--- config.mk ---
export PLATFORM = sky130hd
export DESIGN_NAME = alu_core
export DESIGN_NICKNAME = d
export VERILOG_FILES = /design/src/hdl/core_pkg.sv /design/src/hdl/isa_pkg.sv /design/src/hdl/exec_if.sv /design/src/hdl/alu.sv /design/src/hdl/alu_core.sv /design/src/hdl/core_ctrl.sv /design/src/hdl/instr_mem.sv /design/src/hdl/program_counter.sv /design/src/hdl/reg_file.sv
export SDC_FILE = /design/constraint.sdc
export NUM_CORES = 1
export LEC_CHECK = 0
export ABC_AREA = 1
export BUFFER_PORTS_ARGS = -buffer_cell sky130_fd_sc_hd__buf_4
export CORE_MARGIN = 2
export CORE_UTILIZATION = 45
export DETAILED_ROUTE_END_ITERATION = 12
export HOLD_SLACK_MARGIN = 0.03
export PLACE_DENSITY_LB_ADDON = 0.08
export SYNTH_ARGS = -nofsm -noshare
export SYNTH_HDL_FRONTEND = slang
export SYNTH_SLANG_ARGS = --single-unit
--- constraint.sdc ---
create_clock -name clk -period 3.2 [get_ports clk]
set_clock_uncertainty 0.15 [all_clocks]
set_input_delay 0.16 -clock clk [delete_from_list [all_inputs] [get_ports clk]]
set_output_delay 0.16 -clock clk [all_outputs]
set_load 0.01 [all_outputs]
--- src/hdl/core_pkg.sv ---
// core_pkg microarchitecture definitions
// controller states, program depth and counter types
`default_nettype none

package core_pkg;

  // program memory depth in words
  localparam int PROG_DEPTH = 8;
  localparam int PC_W       = $clog2(PROG_DEPTH);

  // program address, also used for the program length
  typedef logic [PC_W-1:0] pc_t;

  // -------------------------------------------------------------------
  // controller sequence
  // -------------------------------------------------------------------
  // idle until start, then fetch / exec / wb per instruction
  // done for one cycle after the last write-back
  typedef enum logic [2:0] {
    IDLE  = 3'd0,
    FETCH = 3'd1,
    EXEC  = 3'd2,
    WB    = 3'd3,
    DONE  = 3'd4
  } ctrl_state_t;

endpackage

`default_nettype wire

--- src/hdl/isa_pkg.sv ---
// isa_pkg instruction set definitions
// operand width, opcodes, instruction word layout and flag bits
`default_nettype none

package isa_pkg;

  // -------------------------------------------------------------------
  // widths
  // -------------------------------------------------------------------
  // datapath width, top level passes it down as BW
  localparam int BW = 8;

  typedef logic signed [BW-1:0] word_t;
  typedef logic        [2:0]    opcode_t;
  typedef logic        [1:0]    reg_idx_t;
  // overflow, negative, zero
  typedef logic        [2:0]    flags_t;
  typedef logic        [15:0]   instr_t;

  // -------------------------------------------------------------------
  // opcodes
  // -------------------------------------------------------------------
  localparam opcode_t OP_ADD  = 3'd0;
  localparam opcode_t OP_SUB  = 3'd1;
  localparam opcode_t OP_AND  = 3'd2;
  localparam opcode_t OP_OR   = 3'd3;
  localparam opcode_t OP_XOR  = 3'd4;
  localparam opcode_t OP_INC  = 3'd5;
  localparam opcode_t OP_MOVA = 3'd6;
  localparam opcode_t OP_MOVB = 3'd7;

  // instruction fields, msb first
  // opcode(3) rd(2) ra(2) use_imm(1) imm_or_rb(8)
  localparam int OPC_LSB     = 13;
  localparam int RD_LSB      = 11;
  localparam int RA_LSB      = 9;
  localparam int USE_IMM_BIT = 8;
  localparam int IMM_LSB     = 0;
  localparam int IMM_W       = 8;
  // rb sits in the low bits of imm_or_rb
  localparam int RB_LSB      = 0;

  // flag bit positions inside flags_t
  localparam int FLAG_V = 2;
  localparam int FLAG_N = 1;
  localparam int FLAG_Z = 0;

endpackage

`default_nettype wire

--- src/hdl/exec_if.sv ---
// exec_if and pc_if buses inside the core
// exec_if joins controller, register file and alu, pc_if the program counter
`default_nettype none

interface exec_if (
  input logic clk,
  input logic rst_n
);
  import isa_pkg::*;

  // decoded instruction fields
  opcode_t  op;
  reg_idx_t rd;
  reg_idx_t ra;
  reg_idx_t rb;
  logic     use_imm;
  word_t    imm;
  // register read data
  word_t    rd_a;
  word_t    rd_b;
  // alu outputs
  word_t    result;
  flags_t   flags;
  logic     wr_en;

  modport ctrl (input clk, rst_n, result, flags,
                output op, rd, ra, rb, use_imm, imm, wr_en);
  modport regs (input clk, rst_n, rd, ra, rb, wr_en, result,
                output rd_a, rd_b);
  modport alu  (input op, use_imm, imm, rd_a, rd_b,
                output result, flags);
endinterface

interface pc_if;
  import core_pkg::*;

  logic clear;
  logic advance;
  pc_t  pc;
  logic last;

  modport ctrl    (output clear, advance, input last);
  modport counter (input clear, advance, output pc, last);
endinterface

`default_nettype wire

--- src/hdl/alu.sv ---
// alu combinational arithmetic and logic unit
// eight operations on one shared adder, overflow / negative / zero flags
`default_nettype none

module alu #(
  parameter int BW = 8
) (
  exec_if.alu x
);
  import isa_pkg::*;

  logic [BW-1:0] opnd_a;
  logic [BW-1:0] opnd_b;
  logic [BW-1:0] addend;
  logic          carry_in;
  logic [BW-1:0] sum;
  logic          is_arith;
  logic [BW-1:0] res;

  assign opnd_a = x.rd_a;
  // second operand from immediate or register b
  assign opnd_b = x.use_imm ? x.imm : x.rd_b;

  // -------------------------------------------------------------------
  // shared adder for add, sub and inc
  // -------------------------------------------------------------------
  always_comb begin
    addend   = opnd_b;
    carry_in = 1'b0;
    case (x.op)
      // a + ~b + 1
      OP_SUB: begin
        addend   = ~opnd_b;
        carry_in = 1'b1;
      end
      // b forced to one
      OP_INC: addend = {{(BW-1){1'b0}}, 1'b1};
      default: addend = opnd_b;
    endcase
  end

  assign sum = opnd_a + addend + {{(BW-1){1'b0}}, carry_in};

  assign is_arith = (x.op == OP_ADD) || (x.op == OP_SUB) || (x.op == OP_INC);

  // result select
  always_comb begin
    case (x.op)
      OP_AND:  res = opnd_a & opnd_b;
      OP_OR:   res = opnd_a | opnd_b;
      OP_XOR:  res = opnd_a ^ opnd_b;
      OP_MOVA: res = opnd_a;
      OP_MOVB: res = opnd_b;
      // add, sub, inc
      default: res = sum;
    endcase
  end

  assign x.result = res;

  // -------------------------------------------------------------------
  // flags
  // -------------------------------------------------------------------
  always_comb begin
    x.flags = '0;
    // same-sign inputs with a flipped sign out of the adder
    x.flags[FLAG_V] = is_arith && (opnd_a[BW-1] == addend[BW-1])
                      && (sum[BW-1] != opnd_a[BW-1]);
    x.flags[FLAG_N] = res[BW-1];
    x.flags[FLAG_Z] = (res == '0);
  end

endmodule

`default_nettype wire

--- src/hdl/alu_core.sv ---
// alu_core multicycle execution core top level
// program memory, sequencer, register file and alu behind plain ports
`default_nettype none

module alu_core #(
  parameter int BW         = isa_pkg::BW,
  parameter int PROG_DEPTH = core_pkg::PROG_DEPTH
) (
  input  logic               clk,
  input  logic               rst_n,
  input  logic               prog_we,
  input  core_pkg::pc_t      prog_addr,
  input  isa_pkg::instr_t    prog_data,
  input  core_pkg::pc_t      prog_len,
  input  logic               start,
  output logic               busy,
  output logic               wb_valid,
  output isa_pkg::reg_idx_t  wb_reg,
  output isa_pkg::word_t     wb_data,
  output isa_pkg::flags_t    wb_flags,
  output logic               done
);
  import isa_pkg::*;

  // fetched instruction from memory
  instr_t fetched;

  exec_if exec_bus (
    .clk   (clk),
    .rst_n (rst_n)
  );

  pc_if pc_bus ();

  // -------------------------------------------------------------------
  // control path
  // -------------------------------------------------------------------
  core_ctrl core_ctrl_inst (
    .clk      (clk),
    .rst_n    (rst_n),
    .start    (start),
    .instr    (fetched),
    .x        (exec_bus.ctrl),
    .p        (pc_bus.ctrl),
    .busy     (busy),
    .wb_valid (wb_valid),
    .wb_reg   (wb_reg),
    .wb_data  (wb_data),
    .wb_flags (wb_flags),
    .done     (done)
  );

  program_counter #(
    .PROG_DEPTH (PROG_DEPTH)
  ) program_counter_inst (
    .clk      (clk),
    .rst_n    (rst_n),
    .prog_len (prog_len),
    .p        (pc_bus.counter)
  );

  // program store, writes locked out while busy
  instr_mem instr_mem_inst (
    .clk       (clk),
    .rst_n     (rst_n),
    .busy      (busy),
    .prog_we   (prog_we),
    .prog_addr (prog_addr),
    .prog_data (prog_data),
    .rd_addr   (pc_bus.pc),
    .instr     (fetched)
  );

  // -------------------------------------------------------------------
  // datapath
  // -------------------------------------------------------------------
  reg_file reg_file_inst (
    .clk   (clk),
    .rst_n (rst_n),
    .x     (exec_bus.regs)
  );

  alu #(
    .BW (BW)
  ) alu_inst (
    .x (exec_bus.alu)
  );

endmodule

`default_nettype wire

--- src/hdl/core_ctrl.sv ---
// core_ctrl instruction sequencer
// fetch, execute and write-back fsm with instruction register and wb outputs
`default_nettype none

module core_ctrl (
  input  logic               clk,
  input  logic               rst_n,
  input  logic               start,
  input  isa_pkg::instr_t    instr,
  exec_if.ctrl               x,
  pc_if.ctrl                 p,
  output logic               busy,
  output logic               wb_valid,
  output isa_pkg::reg_idx_t  wb_reg,
  output isa_pkg::word_t     wb_data,
  output isa_pkg::flags_t    wb_flags,
  output logic               done
);
  import isa_pkg::*;
  import core_pkg::*;

  ctrl_state_t state_q;
  ctrl_state_t state_d;
  instr_t      ir_q;
  instr_t      cur;

  // -------------------------------------------------------------------
  // state machine
  // -------------------------------------------------------------------
  always_comb begin
    state_d = state_q;
    case (state_q)
      IDLE:  if (start) state_d = FETCH;
      FETCH: state_d = EXEC;
      EXEC:  state_d = WB;
      WB:    state_d = p.last ? DONE : FETCH;
      DONE:  state_d = IDLE;
      default: state_d = IDLE;
    endcase
  end

  always_ff @(posedge clk or negedge rst_n) begin
    if (!rst_n) begin
      state_q <= IDLE;
    end else begin
      state_q <= state_d;
    end
  end

  // -------------------------------------------------------------------
  // instruction register and decode
  // -------------------------------------------------------------------
  // memory output valid in exec, held here for wb
  always_ff @(posedge clk) begin
    if (state_q == EXEC) begin
      ir_q <= instr;
    end
  end

  assign cur = (state_q == EXEC) ? instr : ir_q;

  assign x.op      = cur[OPC_LSB +: $bits(opcode_t)];
  assign x.rd      = cur[RD_LSB +: $bits(reg_idx_t)];
  assign x.ra      = cur[RA_LSB +: $bits(reg_idx_t)];
  assign x.rb      = cur[RB_LSB +: $bits(reg_idx_t)];
  assign x.use_imm = cur[USE_IMM_BIT];
  // sign-extended immediate
  assign x.imm     = word_t'($signed(cur[IMM_LSB +: IMM_W]));

  // write-back capture at the end of exec
  always_ff @(posedge clk) begin
    if (state_q == EXEC) begin
      wb_reg   <= x.rd;
      wb_data  <= x.result;
      wb_flags <= x.flags;
    end
  end

  // strobes and pulses
  assign x.wr_en    = (state_q == WB);
  assign wb_valid   = (state_q == WB);
  assign done       = (state_q == DONE);
  assign busy       = (state_q != IDLE);
  assign p.clear    = (state_q == IDLE) && start;
  assign p.advance  = (state_q == WB) && !p.last;

endmodule

`default_nettype wire

--- src/hdl/instr_mem.sv ---
// instr_mem program memory
// eight instruction words, host write while idle, registered read
`default_nettype none

module instr_mem (
  input  logic             clk,
  input  logic             rst_n,
  input  logic             busy,
  input  logic             prog_we,
  input  core_pkg::pc_t    prog_addr,
  input  isa_pkg::instr_t  prog_data,
  input  core_pkg::pc_t    rd_addr,
  output isa_pkg::instr_t  instr
);
  import isa_pkg::*;
  import core_pkg::*;

  instr_t mem [PROG_DEPTH];
  logic   wr_ok;

  // host writes dropped while a program runs
  assign wr_ok = prog_we && !busy;

  always_ff @(posedge clk) begin
    if (wr_ok) begin
      mem[prog_addr] <= prog_data;
    end
  end

  // read data valid one cycle after the address
  always_ff @(posedge clk or negedge rst_n) begin
    if (!rst_n) begin
      instr <= '0;
    end else begin
      instr <= mem[rd_addr];
    end
  end

endmodule

`default_nettype wire

--- src/hdl/program_counter.sv ---
// program_counter instruction address
// clear, advance and last-instruction detect against the program length
`default_nettype none

module program_counter #(
  parameter int PROG_DEPTH = 8
) (
  input  logic           clk,
  input  logic           rst_n,
  input  core_pkg::pc_t  prog_len,
  pc_if.counter          p
);
  import core_pkg::*;

  // highest address in the memory
  localparam pc_t PC_MAX = pc_t'(PROG_DEPTH - 1);

  pc_t pc_q;

  always_ff @(posedge clk or negedge rst_n) begin
    if (!rst_n) begin
      pc_q <= '0;
    end else if (p.clear) begin
      pc_q <= '0;
    end else if (p.advance) begin
      // wrap at the end of memory
      pc_q <= (pc_q == PC_MAX) ? '0 : pc_t'(pc_q + 1'b1);
    end
  end

  assign p.pc = pc_q;
  // prog_len holds length minus one
  assign p.last = (pc_q == prog_len);

endmodule

`default_nettype wire

--- src/hdl/reg_file.sv ---
// reg_file four-entry register file
// two combinational read ports and one write port
`default_nettype none

module reg_file (
  input logic  clk,
  input logic  rst_n,
  exec_if.regs x
);
  import isa_pkg::*;

  localparam int NUM_REGS = 4;

  // register storage
  word_t rf_q [NUM_REGS];

  // -------------------------------------------------------------------
  // write port
  // -------------------------------------------------------------------
  always_ff @(posedge clk or negedge rst_n) begin
    if (!rst_n) begin
      for (int i = 0; i < NUM_REGS; i++) begin
        rf_q[i] <= '0;
      end
    end else if (x.wr_en) begin
      // alu result of the instruction in write-back
      rf_q[x.rd] <= x.result;
    end
  end

  // -------------------------------------------------------------------
  // read ports
  // -------------------------------------------------------------------
  // operand a
  assign x.rd_a = rf_q[x.ra];
  // operand b, ignored by the alu when use_imm is set
  assign x.rd_b = rf_q[x.rb];

endmodule

`default_nettype wire

Word-level counts from Yosys, hierarchy flattened

Memories as Yosys holds them, arrays and structs flattened. A register that Yosys moved wholly into a read port is not among the register bits.
Cells that the tools add are included.

Word-level logic and storage cells: 79
Memory bits (writable): 128
Output and inout port bits: 16
Memories: 1
Bits in registers: 67
Input bits: 26

Bitwise logic cells: 7
Muxes and demuxes: 22
$lt $le $gt $ge: 4
Equality and inequality tests: 16
Reduce and logical (&&, ||, !) cells: 16
$add $sub $neg: 3

Memories:

| memory             | depth | bits a word | read ports | clocked after memory_dff | write ports | line            | source |
|---|---|---|---|---|---|---|---|
| instr_mem_inst.mem | 8     | 16          | 1          | 1                        | 1           | instr_mem.sv:18 | `instr_t mem [PROG_DEPTH];` |

Operators by type and width:

| operator                                                               | count |
|---|---|
| 8-bit 2-to-1 mux                                                       | 6 |
| 8-bit case mux with 5 select lines                                     | 1 |
| 8-bit binary-select mux with 2-bit select                              | 2 |
| 32-bit bitwise mux                                                     | 1 |
| 3-bit equality test (second input constant)                            | 6 |
| 8-bit demux with 2-bit select                                          | 1 |
| 16-bit 2-to-1 mux                                                      | 1 |
| 8-bit case mux with 2 select lines                                     | 1 |
| 3-bit 2-to-1 mux                                                       | 5 |
| 3-bit by 2-bit equality test with 1-bit output (second input constant) | 4 |
| 3-bit case mux with 4 select lines                                     | 1 |
| 3-bit >= comparator (second input constant)                            | 3 |
| 2-bit inverter with 3-bit output                                       | 3 |
| 8-bit by 1-bit adder with 8-bit output                                 | 1 |
| 8-bit adder                                                            | 1 |
| 8-bit AND                                                              | 1 |
| 8-bit zero test                                                        | 1 |
| 8-bit inverter                                                         | 1 |
| 8-bit OR                                                               | 1 |
| 8-bit bitwise XOR                                                      | 1 |
| 3-bit by 1-bit equality test with 1-bit output (second input constant) | 2 |
| 1-bit logical AND                                                      | 6 |
| 3-bit zero test                                                        | 2 |
| 3-bit by 1-bit adder with 3-bit output (second input constant)         | 1 |
| 10 further kinds                                                       | 15 |

Logic depth before layout (Yosys ltp)

Depth in word-level cells: 13
Mapped depth: 25
Depth with buffers taken out: 25

Cells and area by module

Synthesis repeated with hierarchy kept, for this count alone.

Cell total of the unflattened synthesis: 1271
Area, all modules: 10801.6 µm²

Modules (own cells, without submodules):

| module          | times used | area each (µm²) | cells an instance |
|---|---|---|---|
| instr_mem       | 1          | 6077.1          | 589 |
| reg_file        | 1          | 2054.5          | 297 |
| alu             | 1          | 1328.8          | 254 |
| core_ctrl       | 1          | 1129.8          | 106 |
| program_counter | 1          | 211.5           | 25 |

Worst setup path after synthesis

Ideal clock, no wire load.

Path type: reg2reg
From: register core_ctrl_inst.state_q[0]
To: register core_ctrl_inst.wb_flags[0] (data pin)
Cell stages (with the launch flop): 24
Required time: 2.798 ns
Clock period less this slack: 3.549 ns
Data arrival time: 3.147 ns
Path buffers: 2
Setup time: 0.252 ns
Slack: -0.349 ns
Path through: dfrtp_1 -> inv_1 -> nand3_4 -> buf_6 -> o21ai_2 -> buf_2 -> nand3_1 -> nand2_1 -> nand2_1 -> o21ai_0 -> fa_1 -> inv_1 -> fa_1 -> nand3_1 -> nand3_1 -> a21oi_1 -> nor2_1 -> nor2_1 -> xnor2_1 -> nand2_1 -> nand4_4 -> nor2_1 -> nand2_1 -> nor2_1

Longest elaborated chain between the ends: 13
Elaborated cells on any way between the ends: 28
Those cells by class: 2 x add/sub; 8 x eq/ne; 11 x mux; 6 x bitwise; 1 x reduce/logical

RTL lines:

| item                                                   | line            | source |
|---|---|---|
| start: declaration                                     | core_ctrl.sv:22 | `ctrl_state_t state_q;` |
| start signal: assignment                               | core_ctrl.sv:46 | `state_q <= state_d;` |
| 3-bit by 2-bit equality test with 1-bit output *       | core_ctrl.sv:60 | `assign cur = (state_q == EXEC) ? instr : ir_q;` |
| 16-bit 2-to-1 mux *                                    | core_ctrl.sv:60 |  |
| 2-bit inverter with 3-bit output (not written as such) | reg_file.sv:37  | `assign x.rd_b = rf_q[x.rb];` |
| 8-bit binary-select mux with 2-bit select              | reg_file.sv:37  |  |
| 8-bit 2-to-1 mux (not written as such) (2 in a row)    | reg_file.sv:37  |  |
| 8-bit 2-to-1 mux                                       | alu.sv:22       | `assign opnd_b = x.use_imm ? x.imm : x.rd_b;` |
| 8-bit inverter                                         | alu.sv:33       | `addend = ~opnd_b;` |
| 8-bit case mux with 2 select lines                     | alu.sv:30       | `case (x.op)` |
| 8-bit adder                                            | alu.sv:42       | `assign sum = opnd_a + addend + {{(BW-1){1'b0}}, carry_in};` |
| 8-bit by 1-bit adder with 8-bit output                 | alu.sv:42       |  |
| 8-bit case mux with 5 select lines *                   | alu.sv:48       | `case (x.op)` |
| named net alu_inst.x.result[6]                         | exec_if.sv:31   | `output result, flags);` |
| 8-bit zero test *                                      | alu.sv:70       | `x.flags[FLAG_Z] = (res == '0);` |
| named net alu_inst.x.flags[0]                          | exec_if.sv:31   |  |
| end signal: assignment                                 | core_ctrl.sv:75 | `wb_flags <= x.flags;` |
| end: declaration                                       | core_ctrl.sv:16 | `output isa_pkg::flags_t wb_flags,` |

Mark *: on every way through the listed nets, which the timed path passes. The rest lies on a longest branch. The select of a mux whose other input is x is not followed.
A chain may end at the register's enable or synchronous reset.

Worst setup path in the final report

From: register core_ctrl_inst.state_q[0]
To: register core_ctrl_inst.wb_data[6] (data pin)

Longest elaborated chain between the ends: 12
Elaborated cells on any way between the ends: 27
Those cells by class: 2 x add/sub; 8 x eq/ne; 11 x mux; 6 x bitwise

RTL lines:

| item                                                   | line            | source |
|---|---|---|
| 3-bit by 2-bit equality test with 1-bit output *       | core_ctrl.sv:60 |  |
| 16-bit 2-to-1 mux *                                    | core_ctrl.sv:60 |  |
| 2-bit inverter with 3-bit output (not written as such) | reg_file.sv:37  |  |
| 8-bit binary-select mux with 2-bit select              | reg_file.sv:37  |  |
| 8-bit 2-to-1 mux (not written as such) (2 in a row)    | reg_file.sv:37  |  |
| 8-bit 2-to-1 mux                                       | alu.sv:22       |  |
| 8-bit inverter                                         | alu.sv:33       |  |
| 8-bit case mux with 2 select lines                     | alu.sv:30       |  |
| 8-bit adder                                            | alu.sv:42       |  |
| 8-bit by 1-bit adder with 8-bit output                 | alu.sv:42       |  |
| 8-bit case mux with 5 select lines *                   | alu.sv:48       |  |
| named net alu_inst.x.result[6]                         | exec_if.sv:31   |  |
| end signal: assignment                                 | core_ctrl.sv:74 | `wb_data <= x.result;` |
| end: declaration                                       | core_ctrl.sv:15 | `output isa_pkg::word_t wb_data,` |

Marked as above.

==> metrics.txt <==
status=finished, violations left; failing checks=setup timing; Slew headroom=a little over half; largest family of logic cells by synthesized area=simple AND/OR/NAND/NOR gates; Post-Syn Nets=1,038; WP data required=about 3300 ps; # diodes=0; final routed DRC violation total=0; synthesized flop and latch total=210; Slew Limit Fails=0; worst hold path type=in2reg; drt pass-1 iters=5; Final Cycle Share=103%; post-synth top area share=43.4%; Num CTS Buffers=24; Clock transition at path regs=~60 ps; Max FO, Critical Path=8; Ports=42; DP Wirelength=16.1 mm; Final #Nets=about 1,200; core area=0.0211 mm²; Worst Reg-to-Reg Cells=22; max reg flops=between 100 and 150; Routed WL=24.0 mm; H-tree depth=1; Avg Inst Size Synth=a little under 10 µm²; Final Hold Viols=0; PortBufs=41; Simple-Gate Fraction of Synth Area=approximately 20%; Via Count=about 7,500; mapped cell area=slightly below 0.01 mm²; CP Data Arrival Time=between 3000 and 4000 ps; Final Non-Filler Cells=between 1,000 and 1,500; largest net degree at the start of global routing=55; GRT overflow=0; Largest Register=instr_mem_inst.mem; CTS root buffer=clkbuf_16; post-synthesis instance total=986; Final min period=between 3000 and 4000 ps; via count of the first global-routing pass=6,912; routability congestion estimate=between 0.8 and 0.9; Sink Count=210; Largest regs=instr_mem_inst.mem: 128 flops, reg_file_inst.rf_q: 32 flops; Max Root-Sink Buffers=3; EDFF count, synth=140; Die W=151 µm; Crit Path Class=reg2reg; Synth area leader=edfxtp_1; Synth Area in XOR/XNOR=less than 1%; Routed WL per cell=16.2 µm; Fin Setup TNS=-604 ps; TritonCTS clock tree=done; GRT Total Usage=21.3%; reported max-cap violation count=0; Compound-Gate Fraction of Synth Area=between 10% and 20%; PnR worst setup slack=-111 ps; Post-synth ARST share=about a quarter; sequential-to-total area share from yosys stat=60.7%; pre-CTS WS=-206 ps; nature of the critical path endpoint=flip-flop; row count=53; Clock Latency Late Sink=~520 ps; Hold Path Stages=4; DRT antenna net count=0; fmax=302 MHz; top-count cell post-synth=nand2_1; die height=151 µm; Fill cells=1,764; Starting Density=45.9%; Slew @ Worst Pin=695 ps; Post-Synth Adder-Cell Area=3.51%; initial drt markers=424; Via density=5.06; post-synthesis mux area share=0%; global-route wire length before repair=36.9 mm; final core occ=between 60% and 70%; Syn. warnings=0; Post-synth top cells=nand2_1, nor2_1, edfxtp_1; layout cells sized above 1=28.2%; RSZ-0062 raised after global routing=true; Placed Instances=approximately 1,400; CP startpoint kind=flip-flop; synth-to-layout area growth=30.8%; Final Setup Violations=10; top_reg_cell synth=edfxtp_1; ranking of synthesized cells by area=edfxtp_1, dfrtp_1, nand2_1; die area=about 0.023 mm²; post-synthesis cell type count=38; antenna violations before repair=0
==> layer usage <==
metal	track usage, %	wire length [µm]	vias to the layer above
met2	37.1	12200	168
met4	9.21	932	0
li1	-	-	3739
met1	26.9	9940	3525
met5	0	0	-
met3	2.58	917	48
==> worst paths after layout <==
kind,start,to,slack [ps]
setup / recovery,core_ctrl_inst.state_q[0],core_ctrl_inst.wb_data[6],-110
hold / removal,prog_addr[0],instr_mem_inst.mem[4][1],50
setup reg to reg,core_ctrl_inst.state_q[0],core_ctrl_inst.wb_data[6],-110
hold reg to reg,core_ctrl_inst.ir_q[5],core_ctrl_inst.ir_q[5],300
max in group asynchronous,rst_n,program_counter_inst.p.pc[0],2320
min in group asynchronous,rst_n,reg_file_inst.rf_q[29],90
==> timing repair <==
item / 4_1_cts / 5_1_grt
hold buffers: 22 / 0
setup buffers: 22 / 15
hold endpoints to repair: 190 / 0
pin swaps: 23 / 34
setup endpoints to repair: 24 / 42
resized for setup: 26 / 84
==> cell type report <==
type,count,area (µm²),area share (%)
clock buffer,36,676,5.33
clock inverter,8,90.1,0.711
inverter,81,307,2.42
multi-input combinational,656,3610,28.5
sequential,210,5880,46.4
tap,275,344,2.72
timing repair buffer,211,1760,13.9
==> layout by cell type, fill, tap and decap left out, drive strengths merged <==
cell type	instances
nand3	57
buf	189
nor3	4
bufinv	1
clkinvlp	1
o22ai	17
ha	24
nand2	214
fa	2
a21oi	19
o211ai	7
edfxtp	140
or2	4
a31oi	17
dfrtp	54
clkinv	6
dlygate4sd3	22
dfxtp	16
inv	81
xor2	1
nand4	9
nor2	152
clkbuf	36
o21ai	123
xnor2	6
==> metrics by stage <==
stage / hold slack [ps] / cell area, µm²
2_1_floorplan: -286 / 9740
3_3_place_gp: 102 / 11100
3_5_place_dp: 101 / 11100
4_1_cts: 41.1 / 12300
5_1_grt: 78.7 / 12700
6_report: 51.9 / 12700
==> logic make-up after synthesis <==
logic type,Yosys count
XOR/XNOR,7
flip-flops,210
adder cells (fa/ha/maj),26
AO/OA/AOI/OAI,183
buffers and inverters,120
AND/OR/NAND/NOR,440
==> worst max-delay path, cell delays in order (launching register included) <==
cell and delay [ps]:
dfrtp_1 390, inv_2 80, nand3_4 130, buf_8 180, nand2_2 80, o21ai_4 70
nor2_4 120, inv_2 60, nor2_4 90, inv_2 60, o21ai_2 140, fa_2 220
inv_2 50, fa_2 360, nand3_2 70, nand3_2 70, a21oi_2 110, nor2_1 50
nor2_1 120, xnor2_1 80, nand2_1 100, nand4_4 100, buf_6 160
Power is left out: the tool's default activity adds up to more than one toggle a clock period on the data nets, which glitch-free logic cannot reach.
